### src/io_cmd_pkg.sv
// command codes, link types and SPI-side structs shared by the
// SPI front end and the register and keyboard decoders
`default_nettype none

package io_cmd_pkg;

	typedef logic [7:0] byte_t;
	// position of a byte within a frame, saturating at 15
	typedef logic [3:0] byte_idx_t;
	typedef logic [7:0] cmd_t;

	localparam cmd_t CMD_BUT_SW   = 8'h01;
	localparam cmd_t CMD_KBD      = 8'h05;
	localparam cmd_t CMD_STATUS8  = 8'h15;
	localparam cmd_t CMD_STATUS64 = 8'h1e;
	localparam cmd_t CMD_LEDS     = 8'h1f;
	// one command per joystick from here up
	localparam cmd_t CMD_JOY_BASE = 8'h60;

	// first reply byte of every frame
	localparam byte_t CORE_TYPE = 8'ha4;

	// one received byte, tagged with its frame position and command
	typedef struct packed {
		byte_t     data;
		byte_idx_t idx;
		cmd_t      cmd;
	} rx_byte_s;

	// layout of the button byte, MSB first
	typedef struct packed {
		logic       no_csync;
		logic       ypbpr;
		logic       scandoubler_disable;
		logic [1:0] switches;
		logic [1:0] buttons;
	} io_ctrl_s;

	typedef logic [31:0] joy_t;
	typedef logic [63:0] status_t;

endpackage

`default_nettype wire
### src/io_regs.sv
// register decoder for buttons, digital joysticks and the status word
`timescale 1ns/1ns
`default_nettype none

module io_regs #(
	parameter int JOY_COUNT = 2
) (
	input  logic                 clk_sys,
	input  logic                 rx_valid_i,
	input  io_cmd_pkg::rx_byte_s rx_i,
	output io_cmd_pkg::io_ctrl_s io_ctrl_o,
	output io_cmd_pkg::joy_t     joystick_o [JOY_COUNT],
	output io_cmd_pkg::status_t  status_o
);
	import io_cmd_pkg::*;

	io_ctrl_s  io_ctrl_r = '0;
	joy_t      joy_r [JOY_COUNT] = '{default: '0};
	status_t   status_r = '0;
	logic      data_byte;
	byte_idx_t slot;

	// only bytes after the command carry register data
	assign data_byte = rx_valid_i && (rx_i.idx != '0);
	// byte 1 goes to the least significant lane
	assign slot = rx_i.idx - 4'd1;

	always_ff @(posedge clk_sys) begin
		if (data_byte) begin
			if (rx_i.cmd == CMD_BUT_SW && rx_i.idx == 4'd1)
				io_ctrl_r <= io_ctrl_s'(rx_i.data[6:0]);

			if (rx_i.cmd == CMD_STATUS8 && rx_i.idx == 4'd1)
				status_r[7:0] <= rx_i.data;

			if (rx_i.cmd == CMD_STATUS64 && rx_i.idx <= 4'd8)
				status_r[{slot[2:0], 3'b000} +: 8] <= rx_i.data;

			// bytes past the fourth are dropped
			for (int n = 0; n < JOY_COUNT; n++) begin
				if (rx_i.cmd == cmd_t'(CMD_JOY_BASE + n) && rx_i.idx <= 4'd4)
					joy_r[n][{slot[1:0], 3'b000} +: 8] <= rx_i.data;
			end
		end
	end

	assign io_ctrl_o  = io_ctrl_r;
	assign joystick_o = joy_r;
	assign status_o   = status_r;

endmodule

`default_nettype wire

### config.mk
export PLATFORM = sky130hd
export DESIGN_NAME = io_regs
export DESIGN_NICKNAME = d
export VERILOG_FILES = /design/src/io_cmd_pkg.sv /design/src/io_regs.sv
export SDC_FILE = /design/constraint.sdc
export NUM_CORES = 1
export LEC_CHECK = 0
export BUFFER_PORTS_ARGS = -buffer_cell sky130_fd_sc_hd__buf_2
export CAP_MARGIN = 40
export CORE_MARGIN = 3
export CORE_UTILIZATION = 50
export CTS_BUF_LIST = sky130_fd_sc_hd__clkbuf_8
export DETAILED_ROUTE_END_ITERATION = 7
export PLACE_DENSITY = 0.77
export SLEW_MARGIN = 10
export SYNTH_ARGS = -nofsm -noshare
export SYNTH_HDL_FRONTEND = slang
export SYNTH_SLANG_ARGS = --single-unit
### constraint.sdc
create_clock -name clk_sys -period 3.5 [get_ports clk_sys]
set_input_delay 0.525 -clock clk_sys [delete_from_list [all_inputs] [get_ports clk_sys]]
set_output_delay 0.525 -clock clk_sys [all_outputs]
set_load 0.03 [all_outputs]
## Word-level counts from Yosys, hierarchy flattened

Cells that the tools add are included.

| storage, ports and cells | value |
|---|---|
| register bits | 135 |
| latch bits | 0 |
| bits in writable memories | 0 |
| memory bits (read-only) | 0 |
| input bits | 22 |
| output and inout bits | 135 |
| word-level logic and storage cells | 41 |
| memories kept | 0 |

| operators by class | value |
|---|---|
| add/sub/neg operators | 3 |
| $mul | 0 |
| divide/modulo/power cells | 0 |
| $lt $le $gt $ge | 2 |
| equality and inequality tests | 6 |
| shift-type cells | 4 |
| muxes and demuxes | 6 |
| bitwise operators | 0 |
| reduce and logical (&&, ||, !) cells | 11 |

Operator list:

| cell | count |
|---|---|
| bitwise mux 32 bit | 2 |
| bitwise mux 64 bit | 1 |
| variable shift 8 x 8 -> 64 bit, first input constant | 1 |
| variable part select 8 x 8 -> 64 bit | 1 |
| variable shift 8 x 7 -> 32 bit, first input constant | 1 |
| variable part select 8 x 7 -> 32 bit | 1 |
| 2-to-1 mux 8 bit | 3 |
| == test 8 x 5 -> 1 bit, second input constant | 2 |
| == test 8 x 7 -> 1 bit, second input constant | 2 |
| == test 8 x 1 -> 1 bit, second input constant | 1 |
| negator 6 -> 8 bit | 1 |
| AND reduction 2 bit | 4 |
| negator 5 -> 7 bit | 1 |
| logical AND 1 bit | 6 |
| == test 4 x 1 -> 1 bit, second input constant | 1 |
| less-or-equal comparator 4 x 3 -> 1 bit, second input constant | 1 |
| less-or-equal comparator 4 bit, second input constant | 1 |
| nonzero test 4 bit | 1 |
| subtractor 3 x 1 -> 3 bit, second input constant | 1 |

## Longest topological paths before layout

Gate-level depths: netlist of the first run.

| logic depth | value |
|---|---|
| word-level depth | 6 |
| depth in mapped cells | 12 |
| gate-level depth less buffers | 8 |

## Least setup slack after synthesis of the first run

Ideal clock, no wire load.

| timing | value |
|---|---|
| path kind | input to register |
| from | input port rx_i[8] (netlist bit) |
| to | register status_r[32] (netlist: status_o[32]) (enable) |
| library setup time | 0.366 ns |
| arrival | 2.313 ns |
| setup slack | 0.821 ns |
| cell stages on the path | 10 |
| buffers on the path | 4 |
| cell sequence | buf_6 -> inv_1 -> ha_1 -> xnor2_1 -> buf_4 -> ha_1 -> buf_2 -> nand2b_1 -> buf_6 -> nor4b_4 |

| between the ends | value |
|---|---|
| longest elaborated chain between the ends | 3 |
| elaborated cells on any way between the ends | 5 |

RTL lines:

| what | RTL line | source |
|---|---|---|
| from (decl) | io_regs.sv:10 | `input io_cmd_pkg::rx_byte_s rx_i,` |
| less-or-equal comparator 4 bit / nonzero test 4 bit (equally long branches) | io_regs.sv:36, io_regs.sv:24 |  |
| logical AND 1 bit, on equally long branches | io_regs.sv:36, io_regs.sv:24 |  |
| AND reduction 2 bit (no source line) (*) | -- |  |
| to (signal, indexed assignment) | io_regs.sv:37 | `status_r[{slot[2:0], 3'b000} +: 8] <= rx_i.data;` |
| to (decl) | io_regs.sv:19 | `status_t status_r = '0;` |

Mark *: on every way between the ends. The rest lies on a longest branch, timed or not.
A chain may end at the register's enable or synchronous reset.

## Worst setup path after layout of the first run

| timing | value |
|---|---|
| from | input port rx_i[8] (netlist bit) |
| to | register status_r[3] (netlist: status_o[3]) (data pin) |

| between the ends | value |
|---|---|
| longest elaborated chain between the ends | 6 |
| elaborated cells on any way between the ends | 12 |

RTL lines:

| what | RTL line | source |
|---|---|---|
| parallel branches: the longest is 5 deep, another holds negator 6 -> 8 bit | -- |  |
| 2-to-1 mux 8 bit (*) | io_regs.sv:36 | `if (rx_i.cmd == CMD_STATUS64 && rx_i.idx <= 4'd8)` |
| to (signal assigned) | io_regs.sv:34 | `status_r[7:0] <= rx_i.data;` |
| to (signal, indexed assignment) | io_regs.sv:37 |  |

Every way passes the cells marked *. The select of a mux whose other input is x is not followed.

==> metrics, run 1 <==
outcome=finished clean; TritonCTS buffer count=17; Seq/Total Area, Yosys=0.742; max incr delay on CP=0.40 ns; pin count of the biggest net entering global routing=25; Total Routing Usage GR=0.222; gr ovfl total=0; CP Class=input port to register; detailed-placement wirelength estimate=a little over 9000 um; drt via density=5.56; vias in the first global route=3,683; Worst EP arrival=2.80 ns; Top Ports=roughly 160; synthesized area=between 5000 and 6000 sq um; Mapped Cells=353; Critical Path RT=between 3 and 4 ns; CP dominant cell by count=ha_1; hold buffer count at cts=0; H-Tree Depth=4; vias=roughly 3,700; Worst setup EP type=register; Max Fclk=0.382 GHz; Yosys cell types=34; layout cell share with drive strength beyond 1=0.378; commonest cells after routing, fill and taps aside=buf_2, edfxtp_1, and2_1; Starting DRT DRC Count=~340; Die Wd=approximately 110 um; Post-CTS Setup Inserts=0; crit-path cells=buf_2 -> inv_1 -> ha_1 -> xnor2_1 -> ha_1 -> nor2b_1 -> nand4_1 -> o211ai_1 -> nand3_1; number of nets in the layout=about 540; hold crit path type=input port to register; Syn-to-layout area delta=22.1%; Placeable Area=10,500 sq um; # setup viols final=0; VDD IR max=0.229 mV; fin crit share=0.748; Post-synth ARST share=0; Startpoint Class=input port; Seq cells post-synth=between 100 and 150; yosys warns=0; port bufs=between 150 and 200; fin crit period=around 2.6 ns; commonest non-fill, non-tap cell in the layout=buf_2; Placed Cells=~630; FP Rows=37; Die H=between 100 and 150 um; first-pass GRT wire length=around 21,000 um; antenna violations before repair=1; post-route ant nets=0; max-slew violations=0; root buf cell=clkbuf_8; Setup TNS=0 ns; DR pass1 iterations=5; Detailed Route WL=approximately 13,000 um; clk sinks=135; final hold viol count=0; Mapped Avg Cell Area=about 15 sq um; unrepaired setup endpoints after global routing=false; CP max FO=13; Leak=between 2 and 2.5 nW; CP max stage cell=ha_1; average wire per standard cell=~20 um; Longest Clk Path Bufs=2; Syn Nets=about 380; Die ar.=between 10,000 and 15,000 sq um; ratio of total power to cell area=roughly 460 nW/um^2; Top FF cell, synth=edfxtp_1; CTS tree=done; Worst Max-Slew Pin Slew=around 0.9 ns; Placer Congestion=about 0.87; fillers=797; CTS clk-pin slew, worst paths=around 0.07 ns; Worst Skew=0 ns; Max-Cap Viols=0; fin worst setup slack=between 0.8 and 0.9 ns; post_cts resized=0; Slew headroom=0.407; post-route insts no fill=approximately 660; final core occ=0.638; drt drc=0; Initial Util=0.522; Post-synth EDFFs=approximately 140; Setup WS pre-CTS=0.506 ns; clk_lat worst skew=~0.43 ns
[power by group]
| part | leakage, nW | total [mW] | internal [mW] | switching (mW) |
|---|---|---|---|---|
| clock | 0.186 | 1.09 | 0.536 | 0.551 |
| sequential | 0.971 | 1.77 | 1.77 | 0.0000999 |
| combinational | 0.918 | 0.181 | 0.0501 | 0.131 |
| total | 2.08 | 3.04 | 2.36 | 0.682 |
[registers in the layout, summed over array words and instances (netlist names)]
name        cells
status_o       64
joystick_o     64
io_ctrl_o       7
[stage by stage]
| step | area (sq um) | power [mW] | hold WS [ns] |
|---|---|---|---|
| 5_1_grt | 6670 | 3.16 | 0.401 |
| 4_1_cts | 6670 | 3.05 | 0.399 |
| 3_5_place_dp | 6330 | 1.98 | 0.635 |
| 6_report | 6670 | 3.04 | 0.408 |
| 2_1_floorplan | 5460 | 1.93 | 0.624 |
| 3_3_place_gp | 6330 | 1.98 | 0.623 |
[cells by family (layout without fill, tap and decap cells)]
kind of cell,count (synthesis),count (layout),share of synthesized area
compound gates,29,29,0.0417
xor+xnor,1,1,0.00160
fa+ha+maj,7,7,0.0160
buf+inv,34,208,0.0328
flops,135,135,0.742
other cells,0,1,0
simple gates,147,147,0.166
[cells in the mapped netlist, types with 6 or more instances]
master,count,area share
clkbuf_1,10,0.0069
nor3_1,38,0.035
ha_1,7,0.016
nand4_1,9,0.010
nand3_1,8,0.0073
o21ai_0,9,0.0082
o211ai_1,9,0.012
o41a_1,8,0.016
edfxtp_1,135,0.74
inv_1,13,0.0089
and2_1,48,0.055
nor4_1,16,0.018
buf_6,6,0.012
and3_2,6,0.0082
[per-layer routing]
metal / track usage / up-vias / part of all wire
li1: - / 1693 / -
met1: 0.276 / 1765 / 0.37
met2: 0.370 / 213 / 0.52
met3: 0.0696 / 22 / 0.088
met4: 0.0780 / 0 / 0.021
met5: 0 / - / 0
[path summary, 6_finish.rpt]
kind / from / end / slack (ns) / cells after the start
max reg2reg: status_o[0] / status_o[0] / 2.41 / 3
min: rx_i[14] / io_ctrl_o[2] / 0.41 / 1
max: rx_i[8] / status_o[3] / 0.88 / 9
min reg2reg: status_o[4] / status_o[4] / 0.66 / 2
[critical path: cells and delay by family]
family | cells | cell delay, ns
buf+inv | 2 | 0.37
compound gates | 1 | 0.31
simple gates | 3 | 0.65
fa+ha+maj | 2 | 0.70
xor+xnor | 1 | 0.22
[final cells by class]
type / count / area [sq um] / share of cell area
repair buffers: 163 / 831 / 0.125
well taps: 136 / 170 / 0.0255
flip-flops and latches: 135 / 4050 / 0.608
inverters: 13 / 48.8 / 0.00732
multi-input cells: 184 / 1230 / 0.184
diodes: 1 / 2.50 / 0.000375
clock buffers: 17 / 234 / 0.0351
clock inverters: 15 / 100 / 0.0150
(Power assumes the default switching activity.)
==> run 2, diff against run 1 <==
--- a/config.mk
+++ b/config.mk
@@ -8,10 +8,10 @@
 export BUFFER_PORTS_ARGS = -buffer_cell sky130_fd_sc_hd__buf_2
 export CAP_MARGIN = 40
 export CORE_MARGIN = 3
-export CORE_UTILIZATION = 50
+export CORE_UTILIZATION = 48
 export CTS_BUF_LIST = sky130_fd_sc_hd__clkbuf_8
 export DETAILED_ROUTE_END_ITERATION = 7
-export PLACE_DENSITY = 0.77
+export PLACE_DENSITY = 0.78
 export SLEW_MARGIN = 10
 export SYNTH_ARGS = -nofsm -noshare
 export SYNTH_HDL_FRONTEND = slang
==> constraint.sdc (replaced) <==
create_clock -name clk_sys -period 2.1 [get_ports clk_sys]
set_input_delay 0.315 -clock clk_sys [delete_from_list [all_inputs] [get_ports clk_sys]]
set_output_delay 0.315 -clock clk_sys [all_outputs]
set_load 0.03 [all_outputs]
==> metrics, run 2 (same netlist as run 1, synthesis figures left out) <==
outcome=finished clean; average wire per standard cell=19.5 um; fillers=800; vias in the first global route=3,717; Worst EP arrival=between 1.5 and 2 ns; CTS clk-pin slew, worst paths=roughly 0.07 ns; Longest Clk Path Bufs=2; # setup viols final=0; CTS tree=done; detailed-placement wirelength estimate=slightly below 10,000 um; number of nets in the layout=~570; pin count of the biggest net entering global routing=25; Max-Cap Viols=0; H-Tree Depth=4; Worst Skew=0 ns; worst setup path startpoint=rx_i[9]; VDD IR max=between 0.3 and 0.4 mV; Top Ports=157; post_cts resized=0; Worst Hold Endpoint=io_ctrl_o[0]; flop2flop setup slack=1.07 ns; CP max FO=8; fin crit period=around 1.8 ns; Post-CTS Setup Inserts=0; Die H=about 110 um; commonest cells after routing, fill and taps aside=buf_2, edfxtp_1, and2_1; DR pass1 iterations=5; Power Total=between 5 and 6 mW; Placer Congestion=0.896; drt via density=around 5.4; Worst Max-Slew Pin Slew=approximately 0.52 ns; r2r worst-path depth=3; vias=~3,800; Crit path depth=8; CP max stage cell=a211o_1; Max Fclk=approximately 0.55 GHz; Fin Hold WS=~0.22 ns; antenna violations before repair=2; post-route insts no fill=slightly below 700; drt drc=0; Die ar.=between 10,000 and 15,000 sq um; Placed Cells=roughly 660; Critical Path RT=2.24 ns; post-placement cell area=6600 sq um; Leak=about 2.2 nW; final hold viol count=0; Final Instance Area=between 6000 and 7000 sq um; Placeable Area=approximately 11,000 sq um; Worst setup EP type=register; layout cell share with drive strength beyond 1=0.416; max-slew violations=0; Initial Util=0.497; TritonCTS buffer count=17; final core occ=0.634; RR Endpoint=status_o[3]; gr ovfl total=0; max incr delay on CP=approximately 0.36 ns; Hold Crit Depth=1; port bufs=156; Starting DRT DRC Count=a little under 300; hold buffer count at cts=0; FP Rows=38; hold path start=rx_i[12]; Detailed Route WL=roughly 14,000 um; root buf cell=clkbuf_8; clk_lat worst skew=roughly 0.43 ns; post-route ant nets=0; Die Wd=around 110 um; hold crit path type=input port to register; Critical path buffers and inverters=3; fin crit share=0.872; worst reg2reg path startpoint=status_o[3]; crit-path cells=buf_2 -> inv_1 -> ha_4 -> nand2b_2 -> a211o_1 -> nor4_4 -> nor4b_4 -> buf_4; commonest non-fill, non-tap cell in the layout=buf_2; Startpoint Class=input port; unrepaired setup endpoints after global routing=false; Syn-to-layout area delta=27.5%; first-pass GRT wire length=20,600 um; ratio of total power to cell area=between 700 and 800 nW/um^2; CP Class=input port to register; clk sinks=about 140; Slew headroom=0.655; Total Routing Usage GR=0.218; Top delay family on crit path=simple AND/OR/NAND/NOR gates
==> run 2: changes by cell type in the layout (fill, tap and decap cells not counted), sizes merged <==
cell      previous run  this run
bufinv               1         2
diode                1         2
buf                163       187
inv                 18        17
clkinv               7         8
clkinvlp             2         1
==> run 2: how the worst max path moves through the flow <==
stage,endpoint,slack [ns]
global placement,status_o[39],-0.16
floorplan,status_o[32],-0.16
detailed placement,status_o[39],-0.16
finish,status_o[34],0.27
global route,status_o[39],0.20
CTS,status_o[33],0.29
==> run 2: worst register-to-register path, delay by kind of cell (launching register included) <==
kind	cells	cell delay [ns]
flip-flops	1	0.42
AND/OR/NAND/NOR	1	0.08
AO/OA/AOI/OAI	2	0.29
==> run 2: final cells by class <==
class,count,area [sq um],area share
timing repair buffer,187,1030,0.147
clock inverter,15,123,0.0176
inverter,13,53.8,0.00772
tap,140,175,0.0251
antenna,2,5.00,0.000719
sequential,135,4050,0.582
clock buffer,17,234,0.0336
multi-input combinational,184,1290,0.186
==> run 2: metal layers <==
| layer | vias to the layer above | part of all wire | GRT usage |
|---|---|---|---|
| met4 | 0 | 0.021 | 0.0954 |
| met1 | 1830 | 0.39 | 0.268 |
| met3 | 23 | 0.068 | 0.0523 |
| met2 | 159 | 0.52 | 0.367 |
| li1 | 1743 | - | - |
| met5 | - | 0 | 0 |
==> run 2: through the flow <==
step | worst slack [ns] | setup TNS, ns
floorplan | -0.162 | -1.55
global placement | -0.161 | -4.33
detailed placement | -0.158 | -4.82
CTS | 0.290 | 0
global route | 0.205 | 0
finish | 0.269 | 0
==> run 2: power breakdown <==
part           total (mW)  switching [mW]  internal (mW)
sequential           2.95        0.000169           2.95
clock                1.93           0.913           1.02
combinational       0.359           0.235          0.124
total                5.24            1.15           4.09
==> run 3, diff against run 2 <==
--- a/config.mk
+++ b/config.mk
@@ -5,6 +5,7 @@
 export SDC_FILE = /design/constraint.sdc
 export NUM_CORES = 1
 export LEC_CHECK = 0
+export ABC_AREA = 1
 export BUFFER_PORTS_ARGS = -buffer_cell sky130_fd_sc_hd__buf_2
 export CAP_MARGIN = 40
 export CORE_MARGIN = 3
==> metrics, run 3 <==
CTS clk-pin slew, worst paths=0.07 ns; commonest cells after routing, fill and taps aside=buf_2, edfxtp_1, nor2_1; yosys warns=0; Post-synth ARST share=0; Synth area leader=edfxtp_1; Worst Hold Endpoint=io_ctrl_o[3]; flop2flop setup slack=around 1.2 ns; Synth top area share=0.771; Post-synth top cells=edfxtp_1, nor2_1, nand2_1; Setup TNS=0 ns; fillers=between 700 and 800; Total Routing Usage GR=0.218; most common cell in the netlist=edfxtp_1; Seq/Total Area, Yosys=0.771; DR pass1 iterations=5; unrepaired setup endpoints after global routing=false; Syn-to-layout area delta=33.0%; ratio of total power to cell area=around 760 nW/um^2; Slew headroom=0.681; # setup viols final=0; Yosys cell types=22; Worst setup EP type=register; Placeable Area=around 11,000 sq um; Placer Congestion=0.892; worst reg2reg path startpoint=status_o[4]; clk_lat worst skew=approximately 0.42 ns; layout cell share with drive strength beyond 1=0.389; post-route ant nets=0; VDD IR max=between 0.3 and 0.4 mV; fin crit share=0.887; Mapped Cells=between 400 and 500; TritonCTS buffer count=17; gr ovfl total=0; Critical Path RT=~2.3 ns; Power Total=~5.3 mW; Worst Max-Slew Pin Slew=about 0.48 ns; Post-synth EDFFs=about 140; Die H=roughly 110 um; hold crit path type=input port to register; CP max FO=11; Seq cells post-synth=between 100 and 150; vias=between 3,000 and 4,000; Worst Skew=0 ns; hold path start=rx_i[15]; CP Class=input port to register; Setup WS pre-CTS=-0.170 ns; vias in the first global route=between 3,000 and 4,000; average wire per standard cell=between 15 and 20 um; detailed-placement wirelength estimate=10000 um; outcome=finished clean; Max Fclk=0.537 GHz; port bufs=156; antenna violations before repair=1; Startpoint Class=input port; Die Wd=around 110 um; hold buffer count at cts=0; CTS tree=done; Hold Crit Depth=1; max-slew violations=0; Initial Util=0.501; Fin Hold WS=0.176 ns; met3 WL=1090 um; WL met1=around 5000 um; Top FF cell, synth=edfxtp_1; Post-CTS Setup Inserts=0; Detailed Route WL=13,100 um; drt via density=just over 5; commonest non-fill, non-tap cell in the layout=buf_2; Syn Nets=approximately 430; final hold viol count=0; FP Rows=37; drt drc=0; Max-Cap Viols=0; Top Ports=157; first-pass GRT wire length=between 20,000 and 25,000 um; synthesized area=around 5300 sq um; Starting DRT DRC Count=269; Die ar.=12,300 sq um; fin crit period=between 1.5 and 2 ns; Mapped Avg Cell Area=roughly 13 sq um; Longest Clk Path Bufs=2; clk sinks=about 140; Worst EP arrival=between 2 and 2.5 ns; H-Tree Depth=4; r2r worst-path depth=4; number of nets in the layout=~640; fin worst setup slack=roughly 0.24 ns; routed length on met2=6510 um; max layer used=met4; final core occ=0.666; Leak=2.52 nW; post_cts resized=0; pin count of the biggest net entering global routing=25; RR Endpoint=status_o[4]; root buf cell=clkbuf_8; dominant cells by area after synthesis=edfxtp_1, nor2_1, nand2_1, inv_1, nand3_1
[run 3: changes by cell type after synthesis, sizes merged, moves of 16 or more]
cell / previous run / this run
nor2: 3 / 111
nand2: 4 / 63
nor4: 17 / 1
inv: 13 / 35
nor3: 39 / 15
and2: 48 / 1
nand3: 8 / 25
[run 3: worst max path at each step]
stage / start / endpoint / cells past startpoint
after floorplan: rx_i[8] / status_o[48] / 10
after global placement: rx_i[8] / status_o[14] / 10
after detailed placement: rx_i[8] / joystick_o[46] / 9
after CTS: rx_i[8] / joystick_o[46] / 9
after global routing: rx_i[8] / joystick_o[46] / 9
final: rx_i[8] / joystick_o[46] / 9
[run 3: logic make-up after synthesis]
logic type / synth area share
AND/OR/NAND/NOR: 0.179
flip-flops: 0.771
AO/OA/AOI/OAI: 0.000951
adder cells (fa/ha/maj): 0.0167
buffers and inverters: 0.0328
[run 3: cell type report]
| type | count | area [sq um] | share of cell area |
|---|---|---|---|
| inverters | 36 | 149 | 0.0213 |
| multi-input cells | 227 | 1150 | 0.165 |
| clock inverters | 14 | 121 | 0.0174 |
| clock buffers | 17 | 234 | 0.0335 |
| flip-flops and latches | 135 | 4050 | 0.580 |
| well taps | 136 | 170 | 0.0243 |
| diodes | 1 | 2.50 | 0.000358 |
| repair buffers | 190 | 1110 | 0.159 |
[run 3: report_power, final]
| part | leakage (nW) | internal, mW | total [mW] | switching [mW] |
|---|---|---|---|---|
| clock network | 0.201 | 1.02 | 1.92 | 0.905 |
| registers | 0.996 | 2.96 | 2.97 | 0.00632 |
| logic | 1.33 | 0.110 | 0.389 | 0.279 |
[run 3: metal layers]
metal  track usage  up-vias
li1              -     1789
met1         0.274     1817
met2         0.354      221
met3        0.0650       37
met4        0.0952        0
met5             0        -
[run 3: critical path, cell delays in order]
cell        delay [ns]
buf_2             0.12
clkinvlp_4        0.10
buf_4             0.17
ha_1              0.29
buf_4             0.18
inv_1             0.09
nor2_1            0.38
nand2_1           0.22
nor2_1            0.22
[run 3: stage by stage]
stage / instance area (sq um) / std cells
floorplan: 5400 / 405
global placement: 6640 / 724
detailed placement: 6640 / 724
CTS: 6990 / 755
global route: 6990 / 756
finish: 6990 / 756
